`src/hw/border_consts.svh`:
```
`ifndef BORDER_CONSTS_SVH
`define BORDER_CONSTS_SVH

// number of independent fluxes sharing the datapath
`define BR_FLUX 2
`define BR_PEL_WIDTH 8
// row and column counts and counters
`define BR_SIZE_WIDTH 7
// border width in pixels and in rows
`define BR_N_TAP 8
// flux index bits, never below one
`define BR_TAG_WIDTH ((`BR_FLUX > 1) ? $clog2(`BR_FLUX) : 1)

`endif

```
`src/hw/border_pkg.sv`:
```
`default_nettype none

`include "border_consts.svh"

package border_pkg;

    // per-flux frame phase
    typedef enum logic [1:0] {
        IDLE      = 2'd0,
        DROP_INIT = 2'd1,
        WORK      = 2'd2,
        DROP      = 2'd3
    } border_state_e;

    // one context entry, kept per flux
    typedef struct packed {
        border_state_e              state;
        logic [`BR_SIZE_WIDTH-1:0]  col_cnt;
        logic [`BR_SIZE_WIDTH-1:0]  row_cnt;
        logic [`BR_SIZE_WIDTH-1:0]  col_max;
        logic [`BR_SIZE_WIDTH-1:0]  row_max;
    } flux_ctx_t;

    // pixel tagged with its flux
    typedef struct packed {
        logic [`BR_TAG_WIDTH-1:0]   tag;
        logic [`BR_PEL_WIDTH-1:0]   pel;
    } out_word_t;

endpackage

`default_nettype wire

```
`src/hw/flux_arbiter.sv`:
```
`timescale 1ns/1ns
`default_nettype none

`include "border_consts.svh"

module flux_arbiter
    import border_pkg::*;
(
    input  wire logic [`BR_FLUX-1:0]        pel_empty,
    input  wire logic [`BR_FLUX-1:0]        hdr_row_empty,
    input  wire logic [`BR_FLUX-1:0]        hdr_col_empty,
    input  wire logic [`BR_FLUX-1:0]        out_full,
    input  border_state_e [`BR_FLUX-1:0]    flux_states,
    input  wire logic                       hdr_req,
    input  wire logic                       pel_req,
    output logic [`BR_TAG_WIDTH-1:0]        sel,
    output logic                            sel_valid,
    output logic [`BR_FLUX-1:0]             pel_read,
    output logic [`BR_FLUX-1:0]             hdr_read
);

    localparam int TW = `BR_TAG_WIDTH;

    logic [`BR_FLUX-1:0] ready;

    // readiness per flux, depends on its phase
    always_comb
    begin
        for (int i = 0; i < `BR_FLUX; i++)
        begin
            case (flux_states[i])
                IDLE:      ready[i] = !hdr_row_empty[i] && !hdr_col_empty[i];
                DROP_INIT: ready[i] = !pel_empty[i];
                WORK:      ready[i] = !pel_empty[i] && !out_full[i];
                DROP:      ready[i] = !pel_empty[i];
                default:   ready[i] = 1'b0;
            endcase
        end
    end

    // scan downwards so the lowest ready index wins
    always_comb
    begin
        sel       = '0;
        sel_valid = 1'b0;
        for (int i = `BR_FLUX - 1; i >= 0; i--)
        begin
            if (ready[i])
            begin
                sel       = TW'(i);
                sel_valid = 1'b1;
            end
        end
    end

    // strobes go to the selected flux only
    always_comb
    begin
        for (int i = 0; i < `BR_FLUX; i++)
        begin
            pel_read[i] = sel_valid && (sel == TW'(i)) && pel_req;
            hdr_read[i] = sel_valid && (sel == TW'(i)) && hdr_req;
        end
    end

endmodule

`default_nettype wire

```
`src/hw/flux_context_ram.sv`:
```
`timescale 1ns/1ns
`default_nettype none

`include "border_consts.svh"

module flux_context_ram
    import border_pkg::*;
(
    input  wire logic                       clk,
    input  wire logic                       rst,
    input  wire logic [`BR_TAG_WIDTH-1:0]   sel,
    input  wire logic                       ctx_we,
    input  flux_ctx_t                       ctx_wr,
    output flux_ctx_t                       ctx_rd,
    output border_state_e [`BR_FLUX-1:0]    flux_states
);

    flux_ctx_t ctx_mem [`BR_FLUX];

    // all fluxes start idle with cleared counters
    always_ff @(posedge clk)
    begin
        if (rst)
        begin
            for (int i = 0; i < `BR_FLUX; i++)
            begin
                ctx_mem[i] <= '{
                    state:   IDLE,
                    col_cnt: '0,
                    row_cnt: '0,
                    col_max: '0,
                    row_max: '0
                };
            end
        end
        else if (ctx_we)
        begin
            ctx_mem[sel] <= ctx_wr;
        end
    end

    // read port is asynchronous
    assign ctx_rd = ctx_mem[sel];

    // phases of every flux, for readiness
    always_comb
    begin
        for (int i = 0; i < `BR_FLUX; i++)
        begin
            flux_states[i] = ctx_mem[i].state;
        end
    end

endmodule

`default_nettype wire

```
`src/hw/border_fsm.sv`:
```
`timescale 1ns/1ns
`default_nettype none

`include "border_consts.svh"

module border_fsm
    import border_pkg::*;
(
    input  wire logic [`BR_TAG_WIDTH-1:0]   sel,
    input  wire logic                       sel_valid,
    input  flux_ctx_t                       ctx_rd,
    input  wire logic [`BR_PEL_WIDTH-1:0]   pel_in,
    input  wire logic [`BR_SIZE_WIDTH-1:0]  row_in,
    input  wire logic [`BR_SIZE_WIDTH-1:0]  col_in,
    output flux_ctx_t                       ctx_wr,
    output logic                            ctx_we,
    output logic                            hdr_req,
    output logic                            pel_req,
    output out_word_t                       out_data,
    output logic                            out_write
);

    localparam int SW = `BR_SIZE_WIDTH;
    localparam logic [SW-1:0] TAP_LAST = SW'(`BR_N_TAP - 1);

    logic [SW-1:0] col_last;
    logic [SW-1:0] work_row_last;
    logic          row_end;

    // last column index and last passed row index of the frame
    assign col_last      = ctx_rd.col_max - SW'(1);
    assign work_row_last = ctx_rd.row_max - SW'(`BR_N_TAP + 1);
    assign row_end       = (ctx_rd.col_cnt == col_last);

    // context advances whenever some flux is served
    assign ctx_we = sel_valid;

    // pixel goes out as is, tagged with the flux
    assign out_data.tag = sel;
    assign out_data.pel = pel_in;

    always_comb
    begin
        ctx_wr    = ctx_rd;
        hdr_req   = 1'b0;
        pel_req   = 1'b0;
        out_write = 1'b0;

        if (sel_valid)
        begin
            case (ctx_rd.state)
                IDLE:
                begin
                    // both headers taken in one go
                    hdr_req        = 1'b1;
                    ctx_wr.state   = DROP_INIT;
                    ctx_wr.col_cnt = '0;
                    ctx_wr.row_cnt = '0;
                    ctx_wr.col_max = col_in;
                    ctx_wr.row_max = row_in;
                end

                DROP_INIT:
                begin
                    // leading N_TAP pixels, counted in row_cnt
                    pel_req = 1'b1;
                    if (ctx_rd.row_cnt == TAP_LAST)
                    begin
                        ctx_wr.state   = WORK;
                        ctx_wr.row_cnt = '0;
                    end
                    else
                    begin
                        ctx_wr.row_cnt = ctx_rd.row_cnt + SW'(1);
                    end
                end

                WORK:
                begin
                    pel_req   = 1'b1;
                    out_write = 1'b1;
                    if (!row_end)
                    begin
                        ctx_wr.col_cnt = ctx_rd.col_cnt + SW'(1);
                    end
                    else if (ctx_rd.row_cnt == work_row_last)
                    begin
                        // last passed row done, bottom border follows
                        ctx_wr.state   = DROP;
                        ctx_wr.col_cnt = '0;
                        ctx_wr.row_cnt = '0;
                    end
                    else
                    begin
                        ctx_wr.col_cnt = '0;
                        ctx_wr.row_cnt = ctx_rd.row_cnt + SW'(1);
                    end
                end

                DROP:
                begin
                    pel_req = 1'b1;
                    if (!row_end)
                    begin
                        ctx_wr.col_cnt = ctx_rd.col_cnt + SW'(1);
                    end
                    else if (ctx_rd.row_cnt == TAP_LAST)
                    begin
                        // frame over
                        ctx_wr.state   = IDLE;
                        ctx_wr.col_cnt = '0;
                        ctx_wr.row_cnt = '0;
                        ctx_wr.col_max = '0;
                        ctx_wr.row_max = '0;
                    end
                    else
                    begin
                        ctx_wr.col_cnt = '0;
                        ctx_wr.row_cnt = ctx_rd.row_cnt + SW'(1);
                    end
                end

                default:
                begin
                    ctx_wr.state = IDLE;
                end
            endcase
        end
    end

endmodule

`default_nettype wire

```
`src/hw/border_remover.sv`:
```
`timescale 1ns/1ns
`default_nettype none

`include "border_consts.svh"

module border_remover
    import border_pkg::*;
(
    input  wire logic                                       clk,
    input  wire logic                                       rst,
    input  wire logic [`BR_FLUX-1:0]                        pel_empty,
    output logic [`BR_FLUX-1:0]                             pel_read,
    input  wire logic [`BR_FLUX-1:0][`BR_PEL_WIDTH-1:0]     pel_data,
    input  wire logic [`BR_FLUX-1:0]                        hdr_row_empty,
    input  wire logic [`BR_FLUX-1:0]                        hdr_col_empty,
    output logic [`BR_FLUX-1:0]                             hdr_read,
    input  wire logic [`BR_FLUX-1:0][`BR_SIZE_WIDTH-1:0]    hdr_row_data,
    input  wire logic [`BR_FLUX-1:0][`BR_SIZE_WIDTH-1:0]    hdr_col_data,
    input  wire logic [`BR_FLUX-1:0]                        out_full,
    output logic [`BR_FLUX-1:0]                             out_write,
    output out_word_t                                       out_data
);

    localparam int TW = `BR_TAG_WIDTH;

    logic [TW-1:0]                  sel;
    logic                           sel_valid;
    logic                           hdr_req;
    logic                           pel_req;
    logic                           fsm_write;
    logic                           ctx_we;
    flux_ctx_t                      ctx_rd;
    flux_ctx_t                      ctx_wr;
    border_state_e [`BR_FLUX-1:0]   flux_states;

    flux_arbiter u_arbiter (
        .pel_empty     (pel_empty),
        .hdr_row_empty (hdr_row_empty),
        .hdr_col_empty (hdr_col_empty),
        .out_full      (out_full),
        .flux_states   (flux_states),
        .hdr_req       (hdr_req),
        .pel_req       (pel_req),
        .sel           (sel),
        .sel_valid     (sel_valid),
        .pel_read      (pel_read),
        .hdr_read      (hdr_read)
    );

    flux_context_ram u_ctx_ram (
        .clk         (clk),
        .rst         (rst),
        .sel         (sel),
        .ctx_we      (ctx_we),
        .ctx_wr      (ctx_wr),
        .ctx_rd      (ctx_rd),
        .flux_states (flux_states)
    );

    // selected flux data straight into the fsm
    border_fsm u_fsm (
        .sel       (sel),
        .sel_valid (sel_valid),
        .ctx_rd    (ctx_rd),
        .pel_in    (pel_data[sel]),
        .row_in    (hdr_row_data[sel]),
        .col_in    (hdr_col_data[sel]),
        .ctx_wr    (ctx_wr),
        .ctx_we    (ctx_we),
        .hdr_req   (hdr_req),
        .pel_req   (pel_req),
        .out_data  (out_data),
        .out_write (fsm_write)
    );

    // write strobe only toward the served flux
    always_comb
    begin
        for (int i = 0; i < `BR_FLUX; i++)
        begin
            out_write[i] = fsm_write && (sel == TW'(i));
        end
    end

endmodule

`default_nettype wire

```
`config.mk`:
```
export PLATFORM = sky130hd
export DESIGN_NAME = border_remover
export DESIGN_NICKNAME = d
export VERILOG_FILES = /design/src/hw/border_pkg.sv /design/src/hw/flux_arbiter.sv /design/src/hw/flux_context_ram.sv /design/src/hw/border_fsm.sv /design/src/hw/border_remover.sv
export VERILOG_INCLUDE_DIRS = /design/src /design/src/hw
export SDC_FILE = /design/constraint.sdc
export NUM_CORES = 1
export LEC_CHECK = 0
export BUFFER_PORTS_ARGS = -buffer_cell sky130_fd_sc_hd__buf_4
export CAP_MARGIN = 20
export CELL_PAD_IN_SITES_DETAIL_PLACEMENT = 2
export CELL_PAD_IN_SITES_GLOBAL_PLACEMENT = 2
export CORE_MARGIN = 2
export CORE_UTILIZATION = 39
export CTS_BUF_LIST = sky130_fd_sc_hd__clkbuf_2 sky130_fd_sc_hd__clkbuf_4 sky130_fd_sc_hd__clkbuf_8
export DETAILED_ROUTE_END_ITERATION = 12
export GPL_TIMING_DRIVEN = 0
export PLACE_DENSITY_LB_ADDON = 0.1
export SYNTH_ARGS = -nofsm -noshare
export SYNTH_HDL_FRONTEND = slang
export SYNTH_SLANG_ARGS = --single-unit
export TNS_END_PERCENT = 50
```
`constraint.sdc`:
```
create_clock -name clk -period 7.5 [get_ports clk]
set_input_delay 1.5 -clock clk [delete_from_list [all_inputs] [get_ports clk]]
set_output_delay 1.5 -clock clk [all_outputs]
set_load 0.05 [all_outputs]
```
==> results.txt <==
----------------------------------------------------
[Cells and area]
  Registers with the most flip-flops ... u_ctx_ram.ctx_mem: 60 flops
  Flip-flop count of the largest register, all copies and words added ... 60
  NumNets Final ... around 640
  Fraction of final layout cells with drive strength greater than 1 ... 0.191
  Area added between synthesis and finish ... 19.6%
  Biggest register ... u_ctx_ram.ctx_mem
  Layout filler cell count ... about 1300
  Number of antenna diodes ... 0

[Die]
  Area inside the core boundary ... between 10000 and 15000 um^2
  Cell row count ... 39
  Die outline area ... about 12000 um^2
  Initial cell density of the core ... 0.397
  Die H ... 111 um
  Number of top-level design ports ... between 60 and 70
  Die Width ... around 110 um

[Setup path]
  Series of cell instances along the critical path ... buf_4 -> nor4_1 -> a211o_1 -> buf_6 -> buf_6 -> buf_8 -> buf_2 -> mux2i_1 -> ha_1 -> or3b_1 -> xor2_1 -> mux2i_1 -> or4_1 -> o21ai_0 -> o311a_1 -> o211ai_1 -> a21oi_1
  Logic depth of the worst setup path including buffers ... 17
  Slowest library cell on the worst path ... sky130_fd_sc_hd__or4_1
  Top fanout value on the critical path ... 10
  Nature of the critical path endpoint ... flip-flop
  Arrival time of the worst setup path ... between 6000 and 7000 ps
  Nature of the critical path startpoint ... primary input
  Largest incremental delay on the critical path ... 560 ps
  Type of the setup path with the least slack ... primary input to flip-flop
  WP data required ... around 7700 ps
  Worst path bufs/invs ... 5
  Largest delay share family, worst path ... simple AND/OR/NAND/NOR gates
  Path depth of the worst reg2reg path ... 16

[STA]
  Final worst path period share ... 0.805
  Slew at the pin with the worst max-slew slack ... just over 900 ps
  Max-slew violations ... 0
  Minimum setup slack in the final design ... between 1000 and 1500 ps
  Achievable frequency ... around 170 MHz
  Max Clock Skew ... 11.7 ps
  Setup Total Neg Slack ... 0 ps
  Setup repair after global routing missed its margin ... no
  Normalized max-slew margin ... 0.386
  Final setup fails ... 0
  Final count of hold timing violations ... 0
  Clock period minus final worst setup slack ... approximately 6000 ps

[Synthesis]
  Number of enable-type register cells in the synthesized netlist ... 60
  Mapped Cells ... 501
  Post-Syn Area ... roughly 4500 um^2
  Synthesized area per cell ... 8.97 um^2
  Syn. warnings ... 0
  Sequential share of the synthesized area ... 0.401
  Top-count cell post-synth ... sky130_fd_sc_hd__nand2_1
  Most common library cells after synthesis ... sky130_fd_sc_hd__nand2_1 (82), sky130_fd_sc_hd__edfxtp_1 (60), sky130_fd_sc_hd__a21oi_1 (54)
  Top cell type's share of synthesized area ... 0.401
  Most instantiated flip-flop cell in the synthesis netlist ... sky130_fd_sc_hd__edfxtp_1
  Cell types occupying the most area after synthesis ... sky130_fd_sc_hd__edfxtp_1 (40%), sky130_fd_sc_hd__nand2_1 (6.8%), sky130_fd_sc_hd__a21oi_1 (6.0%)
  Share of synthesized flip-flops with an asynchronous set or reset ... 0
  Largest area contributor in the synthesized netlist ... sky130_fd_sc_hd__edfxtp_1
  Post-synth net total ... between 500 and 600
  Yosys cell types ... 63
  Synthesized flop and latch total ... 60

[Clocking]
  Post-CTS Resized ... 0
  Latest clock arrival within the worst-skew pair ... between 300 and 400 ps
  CTS Buf Count ... 9
  Cell at the root of the clock tree ... sky130_fd_sc_hd__clkbuf_8
  H-tree depth ... 3
  CTS Buffer Depth ... 2
  Number of buffers added to fix hold violations after cts ... 0
  Reg clk slew, reported paths ... about 70 ps
  Clock Sink Count ... 60
  Post CTS Setup Buffer Count ... 0
  CTS tree ... yes

[Drt]
  Initial detailed-routing violation count ... roughly 160
  Drt pass-1 iters ... 4
  Post-route ant nets ... 0
  Number of vias per cell ... approximately 5.7
  Routed via count ... 4118
  # DRC ... 0
  Wire length per cell ... around 22 um
  Wire length reported by the detailed router ... roughly 16000 um

[Placement]
  DP Wirelength ... around 12000 um
  Gp weighted congestion ... around 0.84
  IO buf count ... 68
  Pre-CTS worst setup slack ... 1140 ps

[Hold path]
  Type of the tightest min-delay check ... flip-flop to flip-flop
  Instance count along the most critical hold path ... 2

[GRT]
  Largest net degree at the start of global routing ... 31
  Tot GR Track Use ... 0.269
  Global route overflow ... 0
  First-pass GRT wire length ... 26000 um
  Vias in the first global route ... roughly 4800
  Antenna violations before repair ... 0

[Job]
  Max-cap violations ... 0

[Power]
  Leakage power ... ~2.2 nW
  Total power divided by cell area ... approximately 240 nW/um^2
  Worst VDD drop ... 0.109 mV

[Outcome]
  Result of the run ... completed

----------------------------------------------------
[routing by layer]
layer | wire length [um] | track usage | vias up
met5 | 0 | 0 | -
met4 | 361 | 0.107 | 0
met3 | 327 | 0.0354 | 26
met2 | 8800 | 0.500 | 47
met1 | 6730 | 0.314 | 2102
li1 | - | - | 1943
[area by class of cell]
type	count	area [um^2]	share of cell area
buffer	23	124	0.0231
clock buffer	10	131	0.0244
clock inverter	6	55.1	0.0102
inverter	15	56.3	0.0105
multi-input combinational	403	2520	0.468
sequential	60	1800	0.335
tap	143	179	0.0333
timing repair buffer	68	510	0.0950
[layout by cell type, fill, tap and decap left out, drive strengths merged, types with 2 or more instances in the layout]
cell    Yosys  final
or4         4      4
nor4        7      7
o21a       10     10
o22ai       5      5
mux2i      22     22
nor3b       3      3
nand3b      3      3
nor3       14     14
inv        15     15
a211o       2      2
xor2       20     20
mux2        8      8
and2        3      3
o221ai      2      2
nand2      82     82
xnor2      25     25
ha          9      9
o21ai      14     14
nor2       53     53
nand3       9      9
nor4b       4      4
or2         3      3
o22a        5      5
clkinv      0      4
a21oi      54     54
or3         4      4
buf        11     79
nor2b       9      9
nand2b      7      7
clkbuf     12     22
a31oi       2      2
edfxtp     60     60
and3b       2      2
nand4       2      2
[metrics by stage]
stage,area [um^2],utilization,std cells,total power [mW],hold slack [ps]
after floorplan,4490,-,501,0.828,602
after global placement,5180,0.458,712,0.976,645
after detailed placement,5190,0.458,712,1.01,673
after CTS,5370,0.475,728,1.31,693
after global routing,5370,0.475,728,1.37,728
final,5370,0.475,728,1.31,685
[path summary, 6_finish.rpt]
check | slack (ps) | to | start
worst min-delay path | 680 | u_ctx_ram.ctx_mem[1][13] | u_ctx_ram.ctx_mem[1][13]
worst max-delay path | 1460 | u_ctx_ram.ctx_mem[1][14] | hdr_col_empty[0]
worst min register to register | 680 | u_ctx_ram.ctx_mem[1][13] | u_ctx_ram.ctx_mem[1][13]
worst max register to register | 2200 | u_ctx_ram.ctx_mem[1][14] | u_ctx_ram.ctx_mem[0][29]
[power breakdown]
group / internal, mW / switching (mW)
clock: 0.154 / 0.150
sequential: 0.419 / 0.0502
combinational: 0.195 / 0.341
[cell families (layout without fill, tap and decap cells)]
family / count (synthesis) / in the layout / synth area share
buffers and inverters: 38 / 122 / 0.0401
AND/OR/NAND/NOR: 212 / 212 / 0.228
adder cells (fa/ha/maj): 9 / 9 / 0.0251
multiplexers: 30 / 30 / 0.0727
flip-flops: 60 / 60 / 0.401
XOR/XNOR: 45 / 45 / 0.0877
AO/OA/AOI/OAI: 107 / 107 / 0.146
[tightest hold or removal path: stages (launching register included)]
cell,delay (ps)
sky130_fd_sc_hd__edfxtp_1,410
sky130_fd_sc_hd__a21oi_1,90
sky130_fd_sc_hd__nor2_1,80
No activity file was read; power rests on OpenSTA's default activity.
